### src/vnu_wr_config.svh
`ifndef VNU_WR_CONFIG_SVH
`define VNU_WR_CONFIG_SVH

// Iteration update geometry
`define VNU_LOAD_CYCLE 64   // Write slots per iteration, 128 entries over 2 banks

// Message and address widths
`define VNU_MSG_W      8    // Signed LLR message
`define VNU_IDX_W      7    // Flat message index, 0..127
`define VNU_ROW_W      6    // Row inside one bank

// Interleaver rule: perm(k) = (k * STRIDE + OFFSET) mod 128
// Odd stride keeps parity of k, even offset keeps it too,
// so even entries land in bank 0 and odd entries in bank 1
`define VNU_IB_STRIDE  37
`define VNU_IB_OFFSET  10

`endif

### src/vnu_pkg.sv
`default_nettype none

`include "vnu_wr_config.svh"

package vnu_pkg;

   typedef logic signed [`VNU_MSG_W-1:0] msg_t;   // One LLR message

   // Both messages of one write slot, msg0 to bank 0, msg1 to bank 1
   typedef struct packed {
      msg_t msg0;
      msg_t msg1;
   } msg_pair_t;

   // Row and bank view of a flat index, bank is the low bit
   typedef struct packed {
      logic [`VNU_ROW_W-1:0] row;
      logic                  bank;
   } ib_loc_t;

   // One index word, read either flat or as a bank location
   typedef union packed {
      logic [`VNU_IDX_W-1:0] flat;
      ib_loc_t               loc;
   } ib_entry_u;

   // Dual write request into the message RAM
   typedef struct packed {
      logic                  en;
      logic [`VNU_ROW_W-1:0] row0;   // Bank 0 row
      logic [`VNU_ROW_W-1:0] row1;   // Bank 1 row
      msg_pair_t             data;
   } ram_wr_t;

   // Wishbone classic, master to slave
   typedef struct packed {
      logic                  cyc;
      logic                  stb;
      logic                  we;
      logic [`VNU_IDX_W-1:0] adr;
      msg_t                  dat;
   } wb_m2s_t;

   // Wishbone classic, slave to master
   typedef struct packed {
      logic ack;
      msg_t dat;
   } wb_s2m_t;

   // Fixed interleaver map, entry number to permuted location
   function automatic ib_entry_u ib_perm(input logic [`VNU_IDX_W-1:0] k);
      logic [2*`VNU_IDX_W-1:0] prod;   // Wide enough for 127*37+10
      ib_entry_u               e;
      prod = (2*`VNU_IDX_W)'(k) * (2*`VNU_IDX_W)'(`VNU_IB_STRIDE)
           + (2*`VNU_IDX_W)'(`VNU_IB_OFFSET);
      e.flat = prod[`VNU_IDX_W-1:0];   // mod 128
      return e;
   endfunction

endpackage

`default_nettype wire

### src/ib_map_fetch.sv
`default_nettype none

`include "vnu_wr_config.svh"

// Interleaver map fetch, turns each write slot into two RAM locations
module ib_map_fetch (
   input  wire logic               write_clk,
   input  wire logic               rstn,
   input  wire logic               rom_port_fetch,   // Advance the map
   input  wire logic               v3ib_rom_rst,     // Restart at pair 0
   input  wire logic               ram_write_en,
   input  wire vnu_pkg::msg_pair_t ch_msg,           // Channel pair of this slot
   output vnu_pkg::ram_wr_t        ram_wr
);

   logic [`VNU_ROW_W-1:0] pair_cnt;     // Next entry pair to look up
   logic                  rom_primed;   // Address already presented once
   vnu_pkg::ib_entry_u    entry0_q;     // Map entry 2j, bank 0
   vnu_pkg::ib_entry_u    entry1_q;     // Map entry 2j+1, bank 1

   //////////////////////////////////////////////////////////////////////
   // Entry pair counter
   //////////////////////////////////////////////////////////////////////
   // The first fetch cycle only sets up the map address, so pair 0
   // is looked up twice and the counter starts moving one cycle later.
   // That lines pair j up with the edge just before slot j is written.
   always_ff @(posedge write_clk or negedge rstn) begin
      if (!rstn) begin
         pair_cnt   <= '0;
         rom_primed <= 1'b0;
      end else if (v3ib_rom_rst) begin
         pair_cnt   <= '0;                // Between iterations
         rom_primed <= 1'b0;
      end else if (rom_port_fetch) begin
         rom_primed <= 1'b1;
         if (rom_primed)
            pair_cnt <= pair_cnt + 1'b1;  // Wraps after the last pair
      end
   end

   //////////////////////////////////////////////////////////////////////
   // Registered map lookup
   //////////////////////////////////////////////////////////////////////
   always_ff @(posedge write_clk) begin
      if (rom_port_fetch) begin
         entry0_q <= vnu_pkg::ib_perm({pair_cnt, 1'b0});   // Even entry
         entry1_q <= vnu_pkg::ib_perm({pair_cnt, 1'b1});   // Odd entry
      end
   end

   //////////////////////////////////////////////////////////////////////
   // Write request
   //////////////////////////////////////////////////////////////////////
   // Even entries always decode to bank 0 and odd ones to bank 1,
   // only the row part of each location is needed here
   always_comb begin
      ram_wr.en   = ram_write_en;
      ram_wr.row0 = entry0_q.loc.row;
      ram_wr.row1 = entry1_q.loc.row;
      ram_wr.data = ch_msg;               // Same edge as the write
   end

endmodule

`default_nettype wire

### src/vnu3_wr_fsm.sv
`default_nettype none

// Write control for one variable-node iteration update
module vnu3_wr_fsm #(
   parameter int LOAD_CYCLE = 64   // 128 entries / 2 banks
) (
   input  wire logic       write_clk,
   input  wire logic       rstn,
   input  wire logic       iter_rqst,
   input  wire logic       iter_termination,
   output logic            rom_port_fetch,   // Interleaver map fetch enable
   output logic            ram_write_en,
   output logic            ram_mux_en,       // Memory owned by the update
   output logic            iter_update,
   output logic            v3ib_rom_rst,     // Clears the map counter
   output logic [1:0]      busy,             // 00 idle, 01 updating, 10 done
   output logic [2:0]      state
);

   localparam int CNT_W = $clog2(LOAD_CYCLE);

   localparam logic [2:0] IDLE       = 3'b000;
   localparam logic [2:0] ROM_FETCH0 = 3'b001;   // Map address setup, first slot only
   localparam logic [2:0] RAM_LOAD0  = 3'b010;
   localparam logic [2:0] RAM_LOAD1  = 3'b011;   // One slot written per cycle
   localparam logic [2:0] FINISH     = 3'b100;

   logic [CNT_W-1:0] slot_cnt;     // Current write slot
   logic             finish_cond;  // Stop early
   logic             last_slot;
   logic [6:0]       ctrl;         // Decoded output word

   assign finish_cond = iter_termination | ~iter_rqst;
   assign last_slot   = (slot_cnt == CNT_W'(LOAD_CYCLE - 1));

   //////////////////////////////////////////////////////////////////////
   // Slot counter, runs only while writing
   //////////////////////////////////////////////////////////////////////
   always_ff @(posedge write_clk or negedge rstn) begin
      if (!rstn) begin
         slot_cnt <= '0;
      end else if (!ram_write_en) begin
         slot_cnt <= '0;                   // Idle between loads
      end else begin
         slot_cnt <= slot_cnt + 1'b1;
      end
   end

   //////////////////////////////////////////////////////////////////////
   // State register
   //////////////////////////////////////////////////////////////////////
   always_ff @(posedge write_clk or negedge rstn) begin
      if (!rstn) begin
         state <= IDLE;
      end else begin
         case (state)
            IDLE: begin
               if (iter_rqst && !iter_termination)
                  state <= ROM_FETCH0;     // New iteration
            end
            ROM_FETCH0: state <= RAM_LOAD0;
            RAM_LOAD0: begin
               if (finish_cond) state <= FINISH;
               else             state <= RAM_LOAD1;
            end
            RAM_LOAD1: begin
               // Slot of this edge is still written on early exit
               if (finish_cond || last_slot) state <= FINISH;
            end
            FINISH: begin
               // Hold until the requester lets go
               if (!iter_rqst) state <= IDLE;
            end
            default: state <= IDLE;
         endcase
      end
   end

   //////////////////////////////////////////////////////////////////////
   // Output decode
   // {rom_port_fetch, ram_mux_en, ram_write_en, iter_update, v3ib_rom_rst, busy}
   //////////////////////////////////////////////////////////////////////
   always_comb begin
      case (state)
         IDLE:       ctrl = 7'b0000100;
         ROM_FETCH0: ctrl = 7'b1001001;
         RAM_LOAD0:  ctrl = 7'b1101001;
         RAM_LOAD1:  ctrl = 7'b1111001;   // Write slot
         default:    ctrl = 7'b0000110;   // FINISH
      endcase
   end

   assign {rom_port_fetch, ram_mux_en, ram_write_en, iter_update, v3ib_rom_rst, busy} = ctrl;

endmodule

`default_nettype wire

### src/vnu_msg_ram.sv
`default_nettype none

`include "vnu_wr_config.svh"

// Two-bank variable-node message memory
module vnu_msg_ram (
   input  wire logic                  write_clk,
   input  wire vnu_pkg::ram_wr_t      ram_wr,    // Dual write, one row per bank
   input  wire logic [`VNU_ROW_W-1:0] rd_row,
   input  wire logic                  rd_bank,   // 0 even index, 1 odd index
   output vnu_pkg::msg_t              rd_data    // One cycle after rd_row
);

   localparam int DEPTH = `VNU_LOAD_CYCLE;   // Rows per bank

   vnu_pkg::msg_t bank0_mem [DEPTH];   // Even flat indices
   vnu_pkg::msg_t bank1_mem [DEPTH];   // Odd flat indices

   //////////////////////////////////////////////////////////////////////
   // Write port
   //////////////////////////////////////////////////////////////////////
   // Both banks take their message in the same cycle
   always_ff @(posedge write_clk) begin
      if (ram_wr.en) begin
         bank0_mem[ram_wr.row0] <= ram_wr.data.msg0;
         bank1_mem[ram_wr.row1] <= ram_wr.data.msg1;
      end
   end

   //////////////////////////////////////////////////////////////////////
   // Read port
   //////////////////////////////////////////////////////////////////////
   // Registered, old data on a same-cycle write
   always_ff @(posedge write_clk) begin
      if (rd_bank)
         rd_data <= bank1_mem[rd_row];
      else
         rd_data <= bank0_mem[rd_row];
   end

endmodule

`default_nettype wire

### src/vnu_wb_readback.sv
`default_nettype none

`include "vnu_wr_config.svh"

// Wishbone classic slave for message read-back
module vnu_wb_readback (
   input  wire logic                  write_clk,
   input  wire logic                  rstn,
   input  wire vnu_pkg::wb_m2s_t      wb_in,
   input  wire logic                  ram_mux_en,   // Update owns the RAM
   input  wire vnu_pkg::msg_t         rd_data,
   output vnu_pkg::wb_s2m_t           wb_out,
   output logic [`VNU_ROW_W-1:0]      rd_row,
   output logic                       rd_bank
);

   localparam logic [1:0] RB_IDLE = 2'd0;   // Wait for a request
   localparam logic [1:0] RB_READ = 2'd1;   // RAM read in flight
   localparam logic [1:0] RB_ACK  = 2'd2;   // Data on the bus

   logic [1:0]         rb_state;
   vnu_pkg::ib_entry_u adr_q;    // Latched flat index
   logic               we_q;     // Write cycle, acked only

   //////////////////////////////////////////////////////////////////////
   // Request sequencer
   //////////////////////////////////////////////////////////////////////
   always_ff @(posedge write_clk or negedge rstn) begin
      if (!rstn) begin
         rb_state <= RB_IDLE;
      end else begin
         case (rb_state)
            RB_IDLE: begin
               if (wb_in.cyc && wb_in.stb && !ram_mux_en)
                  rb_state <= RB_READ;
            end
            RB_READ: begin
               // Update took the RAM meanwhile, retry later
               if (ram_mux_en) rb_state <= RB_IDLE;
               else            rb_state <= RB_ACK;
            end
            default: rb_state <= RB_IDLE;   // Single-cycle ack
         endcase
      end
   end

   // Address and cycle type, master holds them until ack
   always_ff @(posedge write_clk) begin
      if (rb_state == RB_IDLE) begin
         adr_q.flat <= wb_in.adr;
         we_q       <= wb_in.we;
      end
   end

   // Flat index to bank location
   assign rd_row  = adr_q.loc.row;
   assign rd_bank = adr_q.loc.bank;

   always_comb begin
      wb_out.ack = (rb_state == RB_ACK);
      wb_out.dat = we_q ? '0 : rd_data;   // Nothing to return on writes
   end

endmodule

`default_nettype wire

### src/vnu_wr_top.sv
`default_nettype none

`include "vnu_wr_config.svh"

// Variable-node message update with Wishbone read-back
module vnu_wr_top (
   input  wire logic               write_clk,
   input  wire logic               rstn,
   input  wire logic               iter_rqst,
   input  wire logic               iter_termination,
   input  wire vnu_pkg::msg_pair_t ch_msg,
   input  wire vnu_pkg::wb_m2s_t   wb_in,
   output vnu_pkg::wb_s2m_t        wb_out,
   output logic [1:0]              busy
);

   logic                  rom_port_fetch;
   logic                  v3ib_rom_rst;
   logic                  ram_write_en;
   logic                  ram_mux_en;     // Read-back hold-off
   vnu_pkg::ram_wr_t      ram_wr;         // Producer to RAM
   logic [`VNU_ROW_W-1:0] rd_row;
   logic                  rd_bank;
   vnu_pkg::msg_t         rd_data;

   //////////////////////////////////////////////////////////////////////
   // Control
   //////////////////////////////////////////////////////////////////////
   vnu3_wr_fsm #(
      .LOAD_CYCLE       (`VNU_LOAD_CYCLE)
   ) u_fsm (
      .write_clk        (write_clk),
      .rstn             (rstn),
      .iter_rqst        (iter_rqst),
      .iter_termination (iter_termination),
      .rom_port_fetch   (rom_port_fetch),
      .ram_write_en     (ram_write_en),
      .ram_mux_en       (ram_mux_en),
      .iter_update      (),               // Not used at this level
      .v3ib_rom_rst     (v3ib_rom_rst),
      .busy             (busy),
      .state            ()
   );

   //////////////////////////////////////////////////////////////////////
   // Data path
   //////////////////////////////////////////////////////////////////////
   ib_map_fetch u_fetch (
      .write_clk      (write_clk),
      .rstn           (rstn),
      .rom_port_fetch (rom_port_fetch),
      .v3ib_rom_rst   (v3ib_rom_rst),
      .ram_write_en   (ram_write_en),
      .ch_msg         (ch_msg),
      .ram_wr         (ram_wr)
   );

   vnu_msg_ram u_ram (
      .write_clk (write_clk),
      .ram_wr    (ram_wr),
      .rd_row    (rd_row),
      .rd_bank   (rd_bank),
      .rd_data   (rd_data)
   );

   vnu_wb_readback u_wb (
      .write_clk  (write_clk),
      .rstn       (rstn),
      .wb_in      (wb_in),
      .ram_mux_en (ram_mux_en),
      .rd_data    (rd_data),
      .wb_out     (wb_out),
      .rd_row     (rd_row),
      .rd_bank    (rd_bank)
   );

endmodule

`default_nettype wire

### config.mk
export PLATFORM = sky130hd
export DESIGN_NAME = vnu_wr_top
export DESIGN_NICKNAME = d
export VERILOG_FILES = /design/src/vnu_pkg.sv /design/src/ib_map_fetch.sv /design/src/vnu3_wr_fsm.sv /design/src/vnu_msg_ram.sv /design/src/vnu_wb_readback.sv /design/src/vnu_wr_top.sv
export VERILOG_INCLUDE_DIRS = /design/src /design/src/src
export SDC_FILE = /design/constraint.sdc
export NUM_CORES = 1
export LEC_CHECK = 0
export BUFFER_PORTS_ARGS = -buffer_cell sky130_fd_sc_hd__buf_2
export CAP_MARGIN = 20
export CORE_ASPECT_RATIO = 2
export CORE_MARGIN = 2
export CORE_UTILIZATION = 54
export CTS_BUF_LIST = sky130_fd_sc_hd__clkbuf_16
export DETAILED_ROUTE_END_ITERATION = 12
export GPL_ROUTABILITY_DRIVEN = 0
export GPL_TIMING_DRIVEN = 0
export PLACE_DENSITY = 0.69
export SYNTH_ARGS = -nofsm -noshare
export SYNTH_HDL_FRONTEND = slang
export SYNTH_SLANG_ARGS = --single-unit
### constraint.sdc
create_clock -name write_clk -period 5 [get_ports write_clk]
set_input_delay 0.75 -clock write_clk [delete_from_list [all_inputs] [get_ports write_clk]]
set_output_delay 0.75 -clock write_clk [all_outputs]
set_load 0.01 [all_outputs]
[After elaboration in Yosys (flattened, before gate mapping)]
Memories as Yosys holds them, arrays and structs flattened. A register that Yosys moved wholly into a read port is not among the register bits.
Index checks and enable logic that the tools add are counted.
W data, S select, Z words.
Word-level totals
  bits in registers: 48
  latch bits: 0
  RAM bits: 1024
  ROM bits: 0
  bits of input ports: 38
  output and inout bits: 11
  word-level logic and storage cells: 64
  memories: 2
Memory list
  u_ram.bank0_mem: depth 64, width 8, read ports 1, clocked after memory_dff 1, wr ports 1, RTL line vnu_msg_ram.sv:16  | vnu_pkg::msg_t bank0_mem [DEPTH];
  u_ram.bank1_mem: depth 64, width 8, read ports 1, clocked after memory_dff 1, wr ports 1, RTL line vnu_msg_ram.sv:17  | vnu_pkg::msg_t bank1_mem [DEPTH];
Operators by class
  $add $sub $neg: 4
  multiply operators: 2
  divide/modulo/power cells: 0
  magnitude comparators: 0
  equal/unequal tests: 11
  shift-type cells: 0
  multiplexer cells: 21
  bitwise gates (word level): 2
  reduce and logical (&&, ||, !) cells: 12
Operators by type and width (number)
  $mux W6: 6
  $pmux W7 S4: 1
  $mux W8: 2
  $pmux W3 S5: 1
  $add A7 B4 Y7 const B: 2
  $add A6 B1 Y6 const B: 2
  $mux W3: 4
  $mul A7 B6 Y7 const B: 1
  $eq A3 B2 Y1 const B: 2
  $eq A6 B6 Y1 const B: 1
  $mul A6 B6 Y6 const B: 1
  $ne A2 B1 Y1 const B: 3
  $mux W1: 4
  $mux W2: 2
  $pmux W2 S2: 1
  $reduce_bool A2 Y1: 2
  $eq A3 B1 Y1 const B: 1
  $eq A3 B3 Y1 const B: 1
  $logic_and A1 B1 Y1: 3
  $logic_not A3 Y1: 1
  $reduce_and A3 Y1: 1
  $eq A2 B1 Y1 const B: 1
  $eq A2 B2 Y1 const B: 1
  $logic_not A1 Y1: 2
  other kinds (6): 6

[Depth between registers and ports, before layout]
  word-level depth: 6
  gate-level depth with buffers: 9
  mapped depth without buffers: 9

[Hierarchy]
From an unflattened synthesis, not the netlist that was laid out.
Second synthesis, totals
  cell total of the unflattened synthesis: 1819
  area, all modules: 41758.8 um^2
By module, submodules not included
  vnu_msg_ram: instances 1, cells each 1652, area an instance 39768.1 um^2, sequential area each 30909.6 um^2
  ib_map_fetch: instances 1, cells each 103, area an instance 1202.4 um^2, sequential area each 505.5 um^2
  vnu3_wr_fsm: instances 1, cells each 41, area an instance 411.6 um^2, sequential area each 225.2 um^2
  vnu_wb_readback: instances 1, cells each 23, area an instance 376.6 um^2, sequential area each 290.3 um^2

[Worst setup path before layout]
OpenSTA, ideal clock, no wires.
  path type: register -> register
  from: register (tool-made name)
  to: register u_ram.rd_data[0]
  library setup time: 0.121 ns
  arrival time: 2.668 ns
  data required time: 4.879 ns
  setup slack: 2.211 ns
  cell stages (with the launch flop): 7
  path buffers: 2
  clock period less this slack: 2.789 ns
  cell sequence: dfxtp_1 clkbuf_1 buf_1 mux4_2 mux4_2 mux4_2 mux2_2
RTL lines
  end signal, assigned: RTL line vnu_msg_ram.sv:36  | rd_data <= bank1_mem[rd_row];
  end signal, assigned: RTL line vnu_msg_ram.sv:38  | rd_data <= bank0_mem[rd_row];
  end, declared: RTL line vnu_msg_ram.sv:11  | output vnu_pkg::msg_t rd_data

==> results.md <==
* Cell mode on critical path: mux4_2
* Slew Viols, Final at 0
* Clock Latency Late Sink at 0.66 ns
* Reg power frac at 48.3%
* Area added between synthesis and finish at 10.75%
* Post_cts resized at 0
* Clk network pwr share at 30.6%
* Antenna violations before repair at 4
* Vias in the first global route at 20280
* Warnings from Yosys at 0
* Post-Route M1 WL at 30760 um
* CP max-delay cell: buf_1
* Power Internal at 0.01539 W
* Yosys reg bits at 1075
* DR vias at 18954
* WHS at 0.2704 ns
* # hold bufs at CTS at 1
* DRT Wirelength at 99110 um
* Core area at 76750 um^2
* FILL cells at 5390
* Synth Area in Simple Gates at 2.404%
* Worst-Margin Slew at 1.155 ns
* Period utilization at 83.25%
* Max layer used: met5
* # DRC at 0
* Compound-cell area share of the yosys netlist at 0.1649%
* Startpoint class of the critical path: register
* Setup TNS at 0 ns
* Max incr delay on CP at 0.92 ns
* Routed vias/inst at 6.237
* Syn Area/Cell at 23.12 um^2
* Worst R2R Setup Slack at 0.84 ns
* Final Hold Violating Endpoints at 0
* Largest net degree at the start of global routing at 65
* Root buf cell: clkbuf_16
* Post-synth EDFFs at 1043
* Cells after Synth at 1805
* Clock-pin slew on the worst setup and hold paths at 0.06 ns
* Synth cell types at 36
* Critical Path, Cell by Cell: clkbuf_1 -> buf_1 -> mux4_2 -> mux4_2 -> mux4_2 -> mux2_2
* Post-Syn Area at 41740 um^2
* Pre-Repair DR Iteration Count at 5
* CP max FO at 10
* Slew HR at 22.98%
* Syn Nets at 1861
* Most frequent cells in the layout: 1043 x edfxtp_1, 336 x mux4_2, 145 x nor2_1
* Worst vdd ir at 359.0 uV
* Top_reg_cell synth: edfxtp_1
* Ys async rst share at 1.674%
* Number of setup violations in the final report at 0
* Ports at 49
* Htree depth at 3
* Switching share of total power at 27.05%
* All-Layer GR Usage at 25.45%
* Critical path type: reg2reg
* WP data required at 5.53 ns
* Die area at 79660 um^2
* Fmax at 0.2402 GHz
* XOR/XNOR share of the synthesized area at 0.4827%
* Max-Cap Viols at 0
* Post-DP Area at 43330 um^2
* Multiplexer area fraction after synthesis at 18.51%
* Post-synthesis sequential area ratio at 76.80%
* FF+latch area at 32050 um^2
* Initial Utilization at 54.38%
* Fin nets at 2007
* Multi-input gate area at 9239 um^2
* P_leak at 14.34 nW
* RSZ-0062 raised after global routing: false
* Routed Antenna Nets at 0
* Setup bufs post-CTS at 0
* First-pass GRT wire length at 141500 um
* Die height at 397.2 um
* Synth Area in Adders at 0.5396%
* CTS tree: done
* IO buf count at 40
* Drt initial violations at 1885
* CTS sink count at 1075
* WL/cell at 32.61 um
* Most common cell after layout, fill and taps aside: edfxtp_1
* Layout cells sized above 1 at 28.03%
* Routed wl met3 at 4884 um
* CTS buffer count at 83
* Final HPWL DP at 70930 um
* Comb pwr share at 21.2%
* Layout Skew at 0.02126 ns
* PwrDens at 456.3 nW/um^2
* Design Area, Final at 46220 um^2
* Main combinational cell family by area after synthesis: multiplexers
* Post-route minimum period at 4.162 ns
* Met2 wire length at 57050 um
* Max clock buf depth at 3
* NetSw at 0.005706 W
* CP endpoint kind: register
* Global route overflow at 0
* Hold Crit Class: in2reg
* CP Data Arrival Time at 4.69 ns
* FP Rows at 144
* Die W at 200.6 um
* Run status: finished, final reports clean
## per-layer routing
metal | vias to the layer above | track usage [%]
li1 | 7868 | -
met1 | 10144 | 25.79
met2 | 722 | 49.48
met3 | 214 | 3.457
met4 | 6 | 14.50
met5 | - | 0
## flip-flops by register name, summed over array words and instances, names as in the netlist, named ones only
name,flops
u_fetch.entry0_q,5
u_fetch.entry1_q,6
u_fetch.pair_cnt,6
u_fetch.rom_primed,1
u_fsm.slot_cnt,6
u_fsm.state,3
u_ram.bank0_mem,512
u_ram.bank1_mem,512
u_ram.rd_data,8
u_wb.adr_q,7
u_wb.rb_state,2
u_wb.we_q,1
## logic make-up after synthesis
kind of cell | after synthesis
AO/OA/AOI/OAI | 11
buffers and inverters | 105
XOR/XNOR | 23
adder cells (fa/ha/maj) | 18
flip-flops | 1075
AND/OR/NAND/NOR | 223
multiplexers | 350
## worst max-delay path, delay by kind of cell, from the launching register on
| kind | cells | cell delay (ns) |
|---|---|---|
| DFF | 1 | 0.52 |
| buffers and inverters | 2 | 1.57 |
| muxes | 4 | 1.93 |
## layout make-up
class	count	area share, %
clock inverters	64	0.9745
multi-input cells	625	19.99
repair buffers	61	1.272
diodes	1	0.005414
flip-flops and latches	1075	69.34
inverters	7	0.05685
plain buffers	98	0.9393
clock buffers	86	4.656
well taps	1022	2.767
## cell usage after synthesis, drive strengths merged (2+ instances only)
library cell	n	area share, %
inv	7	0.063
o21ai	3	0.036
nand3b	10	0.18
nand2	15	0.13
nor2	146	1.3
nand4	3	0.045
buf	53	0.64
clkbuf	45	0.40
or3	3	0.045
or3b	5	0.10
edfxtp	1043	75
nand3	13	0.16
dfrtp	18	1.1
xnor2	14	0.29
nor2b	13	0.19
dfxtp	14	0.67
and3	2	0.030
mux2	14	0.38
ha	18	0.54
nor4	2	0.030
xor2	9	0.19
a21oi	3	0.036
mux4	336	18
or2	7	0.10
## power by group through the flow
| stage | Combinational, W | Clock (W) | Sequential, W |
|---|---|---|---|
| 2_1_floorplan | 0.00274 | 0 | 0.0103 |
| 3_3_place_gp | 0.00436 | 0 | 0.0104 |
| 3_5_place_dp | 0.00446 | 0 | 0.0104 |
| 4_1_cts | 0.00448 | 0.00653 | 0.0102 |
| 5_1_grt | 0.00461 | 0.00684 | 0.0102 |
| 6_report | 0.00446 | 0.00645 | 0.0102 |
## final timing paths
kind / from / endpoint / cells past startpoint
max in group asynchronous: rstn / u_fsm.slot_cnt[2]$_DFF_PN0_ / 2
worst min-delay path: wb_in[15] / u_wb.we_q$_DFFE_PP_ / 1
worst max register to register: register / u_ram.rd_data[1]$_DFF_P_ / 6
min in group asynchronous: rstn / u_fsm.slot_cnt[4]$_DFF_PN0_ / 2
worst min register to register: u_wb.rb_state[1]$_DFFE_PN0P_ / u_wb.rb_state[1]$_DFFE_PN0P_ / 1
worst max-delay path: register / u_ram.rd_data[1]$_DFF_P_ / 6
## metrics by stage
step | power [W] | worst slack, ns | cells | utilization (%)
floorplan | 0.01305 | 2.211 | 1805 | -
global placement | 0.01474 | 0.9044 | 2867 | 56.30
detailed placement | 0.01484 | 0.8887 | 2873 | 56.45
CTS | 0.02119 | 0.8761 | 3024 | 59.85
global route | 0.02164 | 0.8951 | 3038 | 60.22
finish | 0.02109 | 0.8376 | 3039 | 60.22
(Power assumes the default switching activity.)
